## src/source/gat_pkg.sv

```systemverilog
package gat_pkg;

  // Datapath sizes
  localparam int DATA_W     = 8;
  localparam int W_ROWS     = 8;
  localparam int W_COLS     = 4;
  localparam int MAX_NODES  = 4;
  localparam int WH_W       = 16;
  localparam int COEF_W     = 16;
  localparam int RING_DEPTH = 4;

  // External memory depths
  localparam int COL_IDX_DEPTH   = 64;
  localparam int NODE_INFO_DEPTH = 16;
  localparam int WEIGHT_DEPTH    = W_ROWS * W_COLS;
  localparam int A_DEPTH         = 2 * W_COLS;
  localparam int MAX_GROUPS      = 8;

  localparam int COL_IDX_ADDR_W   = $clog2(COL_IDX_DEPTH);
  localparam int NODE_INFO_ADDR_W = $clog2(NODE_INFO_DEPTH);
  localparam int WEIGHT_ADDR_W    = $clog2(WEIGHT_DEPTH);
  localparam int A_ADDR_W         = $clog2(A_DEPTH);
  localparam int GROUP_W          = $clog2(MAX_GROUPS + 1);

  // Field and pointer widths
  localparam int COL_W       = $clog2(W_ROWS);
  localparam int W_COL_W     = $clog2(W_COLS);
  localparam int ROW_LEN_W   = 4;
  localparam int NUM_NODES_W = 3;
  localparam int RING_PTR_W  = $clog2(RING_DEPTH);
  localparam int RING_CNT_W  = $clog2(RING_DEPTH + 1);

  // One word of the node-info memory
  typedef struct packed {
    logic [ROW_LEN_W-1:0]   row_len;
    logic [NUM_NODES_W-1:0] num_nodes;
    logic                   flag;
  } node_info_t;

  typedef struct packed {
    logic [W_COLS-1:0][WH_W-1:0] wh;
    logic                        flag;
    logic [NUM_NODES_W-1:0]      num_nodes;
  } wh_row_t;

  // Coefficients of one neighborhood, slot 0 is the target
  typedef struct packed {
    logic [MAX_NODES-1:0][COEF_W-1:0] coef;
    logic [NUM_NODES_W-1:0]           num_nodes;
  } coef_t;

endpackage

```

## src/source/a_loader.sv

```systemverilog
`timescale 1ns/1ps

module a_loader
  import gat_pkg::*;
(
  input  logic                           clk,
  input  logic                           rst_n,
  input  logic                           load_done_i,
  input  logic [DATA_W-1:0]              a_dout_i,
  output logic [A_ADDR_W-1:0]            a_addr_o,
  output logic                           a_ready_o,
  output logic [A_DEPTH-1:0][DATA_W-1:0] a_o
);

  logic                load_done_q;
  logic                busy_q;
  logic                rd_valid_q;
  logic [A_ADDR_W-1:0] rd_idx_q;

  always_ff @(posedge clk) begin
    if (!rst_n) begin
      load_done_q <= 1'b0;
      busy_q      <= 1'b0;
      rd_valid_q  <= 1'b0;
      a_addr_o    <= '0;
      a_ready_o   <= 1'b0;
    end else begin
      load_done_q <= load_done_i;
      if (load_done_i && !load_done_q) begin
        busy_q <= 1'b1;
      end else if (busy_q && a_addr_o == A_ADDR_W'(A_DEPTH - 1)) begin
        busy_q <= 1'b0;
      end
      if (busy_q) begin
        a_addr_o <= a_addr_o + 1'b1;
      end
      rd_valid_q <= busy_q;
      if (rd_valid_q && rd_idx_q == A_ADDR_W'(A_DEPTH - 1)) begin
        a_ready_o <= 1'b1;
      end
    end
  end

  always_ff @(posedge clk) begin
    rd_idx_q <= a_addr_o;
    if (rd_valid_q) begin
      a_o[rd_idx_q] <= a_dout_i;
    end
  end

endmodule

```

## src/source/coef_ring.sv

```systemverilog
`timescale 1ns/1ps

module coef_ring
  import gat_pkg::*;
(
  input  logic  clk,
  input  logic  rst_n,
  input  logic  wr_i,
  input  coef_t wr_data_i,
  input  logic  out_ready_i,
  output logic  full_o,
  output logic  out_valid_o,
  output coef_t out_coef_o
);

  coef_t                 mem_q [RING_DEPTH];
  logic [RING_PTR_W-1:0] wr_ptr_q;
  logic [RING_PTR_W-1:0] rd_ptr_q;
  logic [RING_CNT_W-1:0] count_q;
  logic                  do_wr;
  logic                  do_rd;

  assign full_o      = (count_q == RING_CNT_W'(RING_DEPTH));
  assign out_valid_o = (count_q != '0);
  assign out_coef_o  = mem_q[rd_ptr_q];

  // Pop on handshake, a write at full only goes in alongside a pop
  assign do_rd = out_valid_o && out_ready_i;
  assign do_wr = wr_i && (!full_o || do_rd);

  always_ff @(posedge clk) begin
    if (!rst_n) begin
      wr_ptr_q <= '0;
      rd_ptr_q <= '0;
      count_q  <= '0;
    end else begin
      if (do_wr) begin
        wr_ptr_q <= wr_ptr_q + 1'b1;
      end
      if (do_rd) begin
        rd_ptr_q <= rd_ptr_q + 1'b1;
      end
      case ({do_wr, do_rd})
        2'b10:   count_q <= count_q + 1'b1;
        2'b01:   count_q <= count_q - 1'b1;
        default: count_q <= count_q;
      endcase
    end
  end

  always_ff @(posedge clk) begin
    if (do_wr) begin
      mem_q[wr_ptr_q] <= wr_data_i;
    end
  end

endmodule

```

## src/source/dmvm.sv

```systemverilog
`timescale 1ns/1ps

module dmvm
  import gat_pkg::*;
(
  input  logic                           clk,
  input  logic                           rst_n,
  input  logic                           wh_valid_i,
  input  wh_row_t                        wh_row_i,
  input  logic [A_DEPTH-1:0][DATA_W-1:0] a_i,
  output logic                           coef_valid_o,
  output coef_t                          coef_o
);

  logic [COEF_W-1:0]      s_self_now;
  logic [COEF_W-1:0]      s_nb_now;
  logic [COEF_W-1:0]      s_self_q;
  logic [NUM_NODES_W-1:0] member_q;
  logic [NUM_NODES_W-1:0] member_now;
  logic                   last_member;

  // Both halves of a against the incoming row
  always_comb begin
    s_self_now = '0;
    s_nb_now   = '0;
    for (int k = 0; k < W_COLS; k++) begin
      s_self_now = s_self_now + a_i[k] * wh_row_i.wh[k];
      s_nb_now   = s_nb_now + a_i[W_COLS + k] * wh_row_i.wh[k];
    end
  end

  // Target row restarts the member count
  assign member_now  = wh_row_i.flag ? '0 : member_q;
  assign last_member = (member_now + 1'b1) == wh_row_i.num_nodes;

  always_ff @(posedge clk) begin
    if (!rst_n) begin
      coef_valid_o <= 1'b0;
      member_q     <= '0;
    end else begin
      coef_valid_o <= wh_valid_i && last_member;
      if (wh_valid_i) begin
        member_q <= member_now + 1'b1;
      end
    end
  end

  always_ff @(posedge clk) begin
    if (wh_valid_i) begin
      if (wh_row_i.flag) begin
        s_self_q         <= s_self_now;
        coef_o.num_nodes <= wh_row_i.num_nodes;
        for (int j = 0; j < MAX_NODES; j++) begin
          if (j == 0) begin
            coef_o.coef[j] <= s_self_now + s_nb_now;
          end else begin
            coef_o.coef[j] <= '0;
          end
        end
      end else begin
        coef_o.coef[member_now] <= s_self_q + s_nb_now;
      end
    end
  end

endmodule

```

## src/source/gat_layer_top.sv

```systemverilog
`timescale 1ns/1ps

module gat_layer_top
  import gat_pkg::*;
(
  input  logic                        clk,
  input  logic                        rst_n,
  // H memories
  output logic [COL_IDX_ADDR_W-1:0]   col_idx_addr_o,
  input  logic [COL_W-1:0]            col_idx_dout_i,
  output logic [COL_IDX_ADDR_W-1:0]   value_addr_o,
  input  logic [DATA_W-1:0]           value_dout_i,
  output logic [NODE_INFO_ADDR_W-1:0] node_info_addr_o,
  input  node_info_t                  node_info_dout_i,
  input  logic                        h_load_done_i,
  // W memory
  output logic [WEIGHT_ADDR_W-1:0]    weight_addr_o,
  input  logic [DATA_W-1:0]           weight_dout_i,
  input  logic                        weight_load_done_i,
  // Attention vector memory
  output logic [A_ADDR_W-1:0]         a_addr_o,
  input  logic [DATA_W-1:0]           a_dout_i,
  input  logic                        a_load_done_i,
  input  logic [GROUP_W-1:0]          num_groups_i,
  // Drain side
  input  logic                        out_ready_i,
  output logic                        out_valid_o,
  output coef_t                       out_coef_o,
  output logic                        done_o
);

  logic                                      w_ready;
  logic                                      a_ready;
  logic [W_ROWS-1:0][W_COLS-1:0][DATA_W-1:0] w_mat;
  logic [A_DEPTH-1:0][DATA_W-1:0]            a_vec;
  logic                                      group_start;
  logic                                      wh_valid;
  wh_row_t                                   wh_row;
  logic                                      coef_valid;
  coef_t                                     coef;
  logic                                      ring_full;

  gat_scheduler u_scheduler (
    .clk           (clk),
    .rst_n         (rst_n),
    .h_load_done_i (h_load_done_i),
    .w_ready_i     (w_ready),
    .a_ready_i     (a_ready),
    .num_groups_i  (num_groups_i),
    .ring_full_i   (ring_full),
    .coef_valid_i  (coef_valid),
    .group_start_o (group_start),
    .done_o        (done_o)
  );

  weight_loader u_weight_loader (
    .clk           (clk),
    .rst_n         (rst_n),
    .load_done_i   (weight_load_done_i),
    .weight_dout_i (weight_dout_i),
    .weight_addr_o (weight_addr_o),
    .w_ready_o     (w_ready),
    .w_o           (w_mat)
  );

  a_loader u_a_loader (
    .clk         (clk),
    .rst_n       (rst_n),
    .load_done_i (a_load_done_i),
    .a_dout_i    (a_dout_i),
    .a_addr_o    (a_addr_o),
    .a_ready_o   (a_ready),
    .a_o         (a_vec)
  );

  spmm u_spmm (
    .clk              (clk),
    .rst_n            (rst_n),
    .group_start_i    (group_start),
    .w_i              (w_mat),
    .node_info_dout_i (node_info_dout_i),
    .col_idx_dout_i   (col_idx_dout_i),
    .value_dout_i     (value_dout_i),
    .node_info_addr_o (node_info_addr_o),
    .col_idx_addr_o   (col_idx_addr_o),
    .value_addr_o     (value_addr_o),
    .wh_valid_o       (wh_valid),
    .wh_row_o         (wh_row)
  );

  dmvm u_dmvm (
    .clk          (clk),
    .rst_n        (rst_n),
    .wh_valid_i   (wh_valid),
    .wh_row_i     (wh_row),
    .a_i          (a_vec),
    .coef_valid_o (coef_valid),
    .coef_o       (coef)
  );

  coef_ring u_coef_ring (
    .clk         (clk),
    .rst_n       (rst_n),
    .wr_i        (coef_valid),
    .wr_data_i   (coef),
    .out_ready_i (out_ready_i),
    .full_o      (ring_full),
    .out_valid_o (out_valid_o),
    .out_coef_o  (out_coef_o)
  );

endmodule

```

## src/source/gat_scheduler.sv

```systemverilog
`timescale 1ns/1ps

module gat_scheduler
  import gat_pkg::*;
(
  input  logic               clk,
  input  logic               rst_n,
  input  logic               h_load_done_i,
  input  logic               w_ready_i,
  input  logic               a_ready_i,
  input  logic [GROUP_W-1:0] num_groups_i,
  input  logic               ring_full_i,
  input  logic               coef_valid_i,
  output logic               group_start_o,
  output logic               done_o
);

  logic               loads_ready;
  logic               issue;
  logic               in_flight_q;
  logic [GROUP_W-1:0] issued_q;
  logic [GROUP_W-1:0] completed_q;

  assign loads_ready = h_load_done_i && w_ready_i && a_ready_i;

  // One group at a time, and only with room left in the ring
  assign issue = loads_ready && !in_flight_q && !ring_full_i &&
                 (issued_q < num_groups_i);

  always_ff @(posedge clk) begin
    if (!rst_n) begin
      group_start_o <= 1'b0;
      in_flight_q   <= 1'b0;
      issued_q      <= '0;
      completed_q   <= '0;
      done_o        <= 1'b0;
    end else begin
      group_start_o <= issue;
      if (issue) begin
        in_flight_q <= 1'b1;
        issued_q    <= issued_q + 1'b1;
      end else if (coef_valid_i) begin
        in_flight_q <= 1'b0;
      end
      if (coef_valid_i) begin
        completed_q <= completed_q + 1'b1;
      end
      // Sticky once every group has completed
      if (loads_ready && completed_q == num_groups_i) begin
        done_o <= 1'b1;
      end
    end
  end

endmodule

```

## src/source/spmm.sv

```systemverilog
`timescale 1ns/1ps

module spmm
  import gat_pkg::*;
(
  input  logic                                      clk,
  input  logic                                      rst_n,
  input  logic                                      group_start_i,
  input  logic [W_ROWS-1:0][W_COLS-1:0][DATA_W-1:0] w_i,
  input  node_info_t                                node_info_dout_i,
  input  logic [COL_W-1:0]                          col_idx_dout_i,
  input  logic [DATA_W-1:0]                         value_dout_i,
  output logic [NODE_INFO_ADDR_W-1:0]               node_info_addr_o,
  output logic [COL_IDX_ADDR_W-1:0]                 col_idx_addr_o,
  output logic [COL_IDX_ADDR_W-1:0]                 value_addr_o,
  output logic                                      wh_valid_o,
  output wh_row_t                                   wh_row_o
);

  typedef enum logic [2:0] {
    S_IDLE,
    S_FETCH,
    S_INFO,
    S_STREAM,
    S_DRAIN
  } state_t;

  state_t                      state_q;
  logic [NODE_INFO_ADDR_W-1:0] row_ptr_q;
  logic [COL_IDX_ADDR_W-1:0]   nz_ptr_q;
  logic [ROW_LEN_W-1:0]        nz_left_q;
  logic [NUM_NODES_W-1:0]      members_left_q;
  logic [NUM_NODES_W-1:0]      grp_nodes_q;
  logic                        flag_q;
  logic                        mac_valid_q;
  logic [W_COLS-1:0][WH_W-1:0] acc_q;

  // Both pointers persist across groups
  assign node_info_addr_o = row_ptr_q;
  assign col_idx_addr_o   = nz_ptr_q;
  assign value_addr_o     = nz_ptr_q;

  assign wh_row_o.wh        = acc_q;
  assign wh_row_o.flag      = flag_q;
  assign wh_row_o.num_nodes = grp_nodes_q;

  always_ff @(posedge clk) begin
    if (!rst_n) begin
      state_q        <= S_IDLE;
      row_ptr_q      <= '0;
      nz_ptr_q       <= '0;
      nz_left_q      <= '0;
      members_left_q <= '0;
      mac_valid_q    <= 1'b0;
      wh_valid_o     <= 1'b0;
    end else begin
      mac_valid_q <= (state_q == S_STREAM);
      wh_valid_o  <= 1'b0;
      case (state_q)
        // Node-info address is already stable, data is back next cycle
        S_IDLE: begin
          if (group_start_i) begin
            state_q <= S_INFO;
          end
        end
        S_FETCH: begin
          state_q <= S_INFO;
        end
        S_INFO: begin
          nz_left_q <= node_info_dout_i.row_len;
          if (node_info_dout_i.flag) begin
            members_left_q <= node_info_dout_i.num_nodes;
          end
          state_q <= (node_info_dout_i.row_len == '0) ? S_DRAIN : S_STREAM;
        end
        // One nonzero issued per cycle
        S_STREAM: begin
          nz_ptr_q  <= nz_ptr_q + 1'b1;
          nz_left_q <= nz_left_q - 1'b1;
          if (nz_left_q == ROW_LEN_W'(1)) begin
            state_q <= S_DRAIN;
          end
        end
        // Last product lands here, row goes out with it
        S_DRAIN: begin
          wh_valid_o     <= 1'b1;
          row_ptr_q      <= row_ptr_q + 1'b1;
          members_left_q <= members_left_q - 1'b1;
          state_q <= (members_left_q == NUM_NODES_W'(1)) ? S_IDLE : S_FETCH;
        end
        default: begin
          state_q <= S_IDLE;
        end
      endcase
    end
  end

  // MAC lanes, one per output feature
  always_ff @(posedge clk) begin
    if (state_q == S_INFO) begin
      acc_q  <= '0;
      flag_q <= node_info_dout_i.flag;
      if (node_info_dout_i.flag) begin
        grp_nodes_q <= node_info_dout_i.num_nodes;
      end
    end else if (mac_valid_q) begin
      for (int k = 0; k < W_COLS; k++) begin
        acc_q[k] <= acc_q[k] + value_dout_i * w_i[col_idx_dout_i][k];
      end
    end
  end

endmodule

```

## src/source/weight_loader.sv

```systemverilog
`timescale 1ns/1ps

module weight_loader
  import gat_pkg::*;
(
  input  logic                                      clk,
  input  logic                                      rst_n,
  input  logic                                      load_done_i,
  input  logic [DATA_W-1:0]                         weight_dout_i,
  output logic [WEIGHT_ADDR_W-1:0]                  weight_addr_o,
  output logic                                      w_ready_o,
  output logic [W_ROWS-1:0][W_COLS-1:0][DATA_W-1:0] w_o
);

  logic                     load_done_q;
  logic                     busy_q;
  logic                     rd_valid_q;
  logic [WEIGHT_ADDR_W-1:0] rd_idx_q;

  always_ff @(posedge clk) begin
    if (!rst_n) begin
      load_done_q   <= 1'b0;
      busy_q        <= 1'b0;
      rd_valid_q    <= 1'b0;
      weight_addr_o <= '0;
      w_ready_o     <= 1'b0;
    end else begin
      load_done_q <= load_done_i;
      if (load_done_i && !load_done_q) begin
        busy_q <= 1'b1;
      end else if (busy_q && weight_addr_o == WEIGHT_ADDR_W'(WEIGHT_DEPTH - 1)) begin
        busy_q <= 1'b0;
      end
      if (busy_q) begin
        weight_addr_o <= weight_addr_o + 1'b1;
      end
      rd_valid_q <= busy_q;
      if (rd_valid_q && rd_idx_q == WEIGHT_ADDR_W'(WEIGHT_DEPTH - 1)) begin
        w_ready_o <= 1'b1;
      end
    end
  end

  // Read data lags the address by one cycle, row-major order
  always_ff @(posedge clk) begin
    rd_idx_q <= weight_addr_o;
    if (rd_valid_q) begin
      w_o[rd_idx_q[WEIGHT_ADDR_W-1:W_COL_W]][rd_idx_q[W_COL_W-1:0]] <= weight_dout_i;
    end
  end

endmodule
```

## config.mk

```make
export PLATFORM = sky130hd
export DESIGN_NAME = gat_layer_top
export DESIGN_NICKNAME = d
export VERILOG_FILES = /design/src/source/gat_pkg.sv /design/src/source/a_loader.sv /design/src/source/coef_ring.sv /design/src/source/dmvm.sv /design/src/source/gat_layer_top.sv /design/src/source/gat_scheduler.sv /design/src/source/spmm.sv /design/src/source/weight_loader.sv
export SDC_FILE = /design/constraint.sdc
export NUM_CORES = 2
export LEC_CHECK = 0
export BUFFER_PORTS_ARGS = -buffer_cell sky130_fd_sc_hd__buf_2
export CORE_MARGIN = 3
export CORE_UTILIZATION = 40
export DETAILED_ROUTE_END_ITERATION = 7
export SKIP_CTS_REPAIR_TIMING = 1
export SLEW_MARGIN = 10
export SYNTH_ARGS = -nofsm -noshare
export SYNTH_HDL_FRONTEND = slang
export SYNTH_SLANG_ARGS = --single-unit
```

## constraint.sdc

```tcl
create_clock -name clk -period 8.2 [get_ports clk]
set_input_delay 2.05 -clock clk [delete_from_list [all_inputs] [get_ports clk]]
set_output_delay 2.05 -clock clk [all_outputs]
set_load 0.005 [all_outputs]
```

==> out/metrics.yaml <==
run_status:
  run_status: "finished, final reports clean"
timing:
  hold_viol: 0
  slew_viol_final: 0
  setup_violations: 0
  maxSlewHeadroom: 0.249
  worst_pin_slew_ns: 1.13
  rsz0062_at_grt: "true"
  skew_ns: 0.0419
  fmax_ghz: 0.124
  post-route-min-period_ns: 8.06
  period_share: 0.983
pwr:
  leakage_nw: 30.5
  ir_drop_v: 0.000514
  p_per_area_nw_per_um2: 210
setup_path:
  arrival_ns: 8.50
  reg2regPathDepth: 25
  worst-setup-path-type: "reg2reg"
  critical_path.max_fanout: 6
  r2r-start: "u_a_loader.a_o[56]"
  ff2ff_setup_slack_ns: 0.14
  cp_data_required_time_ns: 8.64
  r2r-end: "u_dmvm.coef_o[50]"
  end_kind: "flop"
  startpoint_type: "flop"
route:
  dr.pass1.iters: 5
  drtAntennaViolNets: 0
  drtIter0Drc: 2653
  dr_wl_met2_mm: 79.8
  top_layer: "met4"
  met3_length_mm: 7.93
  vias: 39400
  wl_met1_mm: 69.7
  avgRoutedWirePerCell_um: 20.7
  viasPerCell: 5.00
  drc_errors: 0
  detail_route.wirelength_mm: 163
yosys:
  netlist_instances: 5470
  synthFlopType: "edfxtp_1"
  ys_types: 61
  synth.net_count: 6679
  synthesis.area_um2: 63500
  ys_seq_area_frac: 0.362
  synth_area_leaders: "edfxtp_1 (32%), fa_1 (26%), ha_1 (6.6%)"
  synth_top_cell_by_area: "edfxtp_1"
  yosys_warnings: 0
  ys_seq_elements: 809
  synth-edff-count: 675
  async_flop_share: 0
  synth_top_cell_area_share: 0.319
  avgSynthCellArea_um2: 11.6
floorplan:
  start_util: 0.404
  io_pins: 138
  die_x_um: 404
  die_h_um: 404
  die_area_um2: 163000
  coreArea_um2: 157000
  rows: 145
clock_tree:
  cts_buffers: 87
  cts.sinks: 809
  clkSlewWorstSetupHoldPaths_ns: 0.07
  htree_levels: 3
  cts_tree: "built"
  cts_buffer_depth: 3
  clk_latency_ns: 0.72
  root_buffer: "clkbuf_16"
hold_path:
  hold_path_depth: 0
  min_to: "u_a_loader.rd_idx_q[2]"
  min_path_type: "reg2reg"
  min_from: "u_a_loader.a_addr_o[2]"
layout:
  areaGrowthSynthToFinish_pct: 12.3
  drive_gt1_frac: 0.137
  design_area_um2: 71300
  mostFrequentLayoutCell: "inv_1"
  nNetsFinal: 6943
  utilization: 0.454
  final_cell_mix: "inv_1 (981), fa_1 (819), nand2_1 (729)"
placed_design:
  routabilityCongestion: 0.908
  placed_area_um2: 67800
  port_buffers: 137
  hpwl_mm: 127
job:
  drv_cap: 0
global_routing:
  first_global_vias: 41900
  grt_pass1_wl_mm: 255
  grtUsageTotal: 0.205
  gr-total-overflow: 0
  antenna_found_initial: 3
  grt_max_degree: 60
through the flow:
step                instances  TNS, ns  power [mW]  hold WS (ns)  worst slack, ns
floorplan                5470        0        8.87         0.381            0.177
global placement         7683   -0.263        10.8         0.390          -0.0761
detailed placement       7683   -0.252        10.9         0.401          -0.0705
CTS                      7841   -0.327        14.9         0.409          -0.0905
global route             7861   -0.538        16.0         0.420           -0.136
finish                   7864        0        15.0         0.409            0.143
metal layers:
metal  track usage  up-vias
li1              -    17800
met1         0.276    20300
met2         0.342      953
met3        0.0285      231
met4        0.0659        0
met5             0        -
cell usage after synthesis (all sizes together), types with 5 or more instances:
library cell    n
o211ai          6
buf            46
mux2           20
nor2          169
and2          398
a211oi         14
fa            827
nand2b         40
nand3b          5
ha            337
nor2b          99
xnor2         180
nand3          21
edfxtp        675
dfxtp         134
nand4           5
clkbuf        194
a2111oi         7
mux2i          69
mux4          131
o21a           10
nand2         733
a22o            5
or3            14
nor3           18
o21bai         16
xor2           55
a21oi          97
a311oi          6
inv           989
nor3b           8
and3            7
o21ai          54
o2bb2ai         5
a21boi         11
o41ai           6
a21o           22
power breakdown:
| part | switching [mW] | internal (mW) |
|---|---|---|
| Combinational | 3.46 | 2.96 |
| Sequential | 0.0135 | 4.57 |
| Clock | 1.74 | 2.22 |
| Total | 5.21 | 9.75 |
final cells by class:
cell class / instances / area, um2
Multi-Input combinational cell: 3432 / 36200
Tap cell: 2058 / 2570
Clock buffer: 110 / 2360
Timing Repair Buffer: 415 / 2910
Fill cell: 14400 / 85700
Sequential cell: 809 / 23000
Inverter: 989 / 3710
Antenna cell: 3 / 7.51
Clock inverter: 48 / 527
sequential cells by signal, indices dropped and copies added, names as in the netlist, 2 cells and up, named ones only:
| signal | count |
|---|---|
| u_coef_ring.mem_q | 268 |
| u_spmm.members_left_q | 3 |
| u_weight_loader.weight_addr_o | 5 |
| u_weight_loader.w_o | 256 |
| u_scheduler.completed_q | 4 |
| u_spmm.col_idx_addr_o | 6 |
| u_dmvm.member_q | 3 |
| u_coef_ring.count_q | 3 |
| u_dmvm.coef_o | 67 |
| u_spmm.state_q | 3 |
| u_scheduler.issued_q | 4 |
| u_coef_ring.wr_ptr_q | 2 |
| u_a_loader.a_addr_o | 3 |
| u_spmm.grp_nodes_q | 3 |
| u_spmm.node_info_addr_o | 4 |
| u_spmm.wh_row_o | 64 |
| u_weight_loader.rd_idx_q | 5 |
| u_dmvm.s_self_q | 16 |
| u_a_loader.a_o | 64 |
| u_coef_ring.rd_ptr_q | 2 |
| u_a_loader.rd_idx_q | 3 |
| u_spmm.nz_left_q | 4 |
kinds of logic after synthesis:
kind of cell    count (synthesis)  share of synthesized area
mux                           220                     0.0609
simple gates                 1530                      0.115
fa+ha+maj                    1164                      0.327
flops                         809                      0.362
compound gates                282                     0.0284
xor+xnor                      236                     0.0334
buf+inv                      1229                     0.0733
worst max-delay path by stage:
stage                              from                end  slack (ns)
finish               u_a_loader.a_o[56]  u_dmvm.coef_o[50]        0.14
CTS                  u_spmm.wh_row_o[6]  u_dmvm.coef_o[50]       -0.09
global placement    u_spmm.wh_row_o[58]  u_dmvm.coef_o[66]       -0.08
floorplan           u_spmm.wh_row_o[54]  u_dmvm.coef_o[66]        0.18
global route         u_a_loader.a_o[34]  u_dmvm.coef_o[18]       -0.14
detailed placement  u_spmm.wh_row_o[58]  u_dmvm.coef_o[66]       -0.07
worst max-delay path, cell delays in order, from the launching register on:
cell and delay [ns]:
edfxtp_1 0.41, buf_8 0.15, buf_4 0.15, buf_4 0.16, and2_1 0.18, fa_1 0.52
fa_1 0.57, fa_1 0.59, fa_1 0.45, fa_1 0.68, fa_1 0.47, fa_1 0.54
fa_1 0.43, ha_1 0.45, nand2_1 0.08, nor3_1 0.21, a211oi_2 0.09, xnor2_2 0.16
ha_1 0.35, nand2_2 0.10, nor2_2 0.04, a211o_1 0.32, a21oi_4 0.15, xor2_2 0.10
xnor2_2 0.33, a211oi_2 0.12
(Power assumes the default switching activity.)
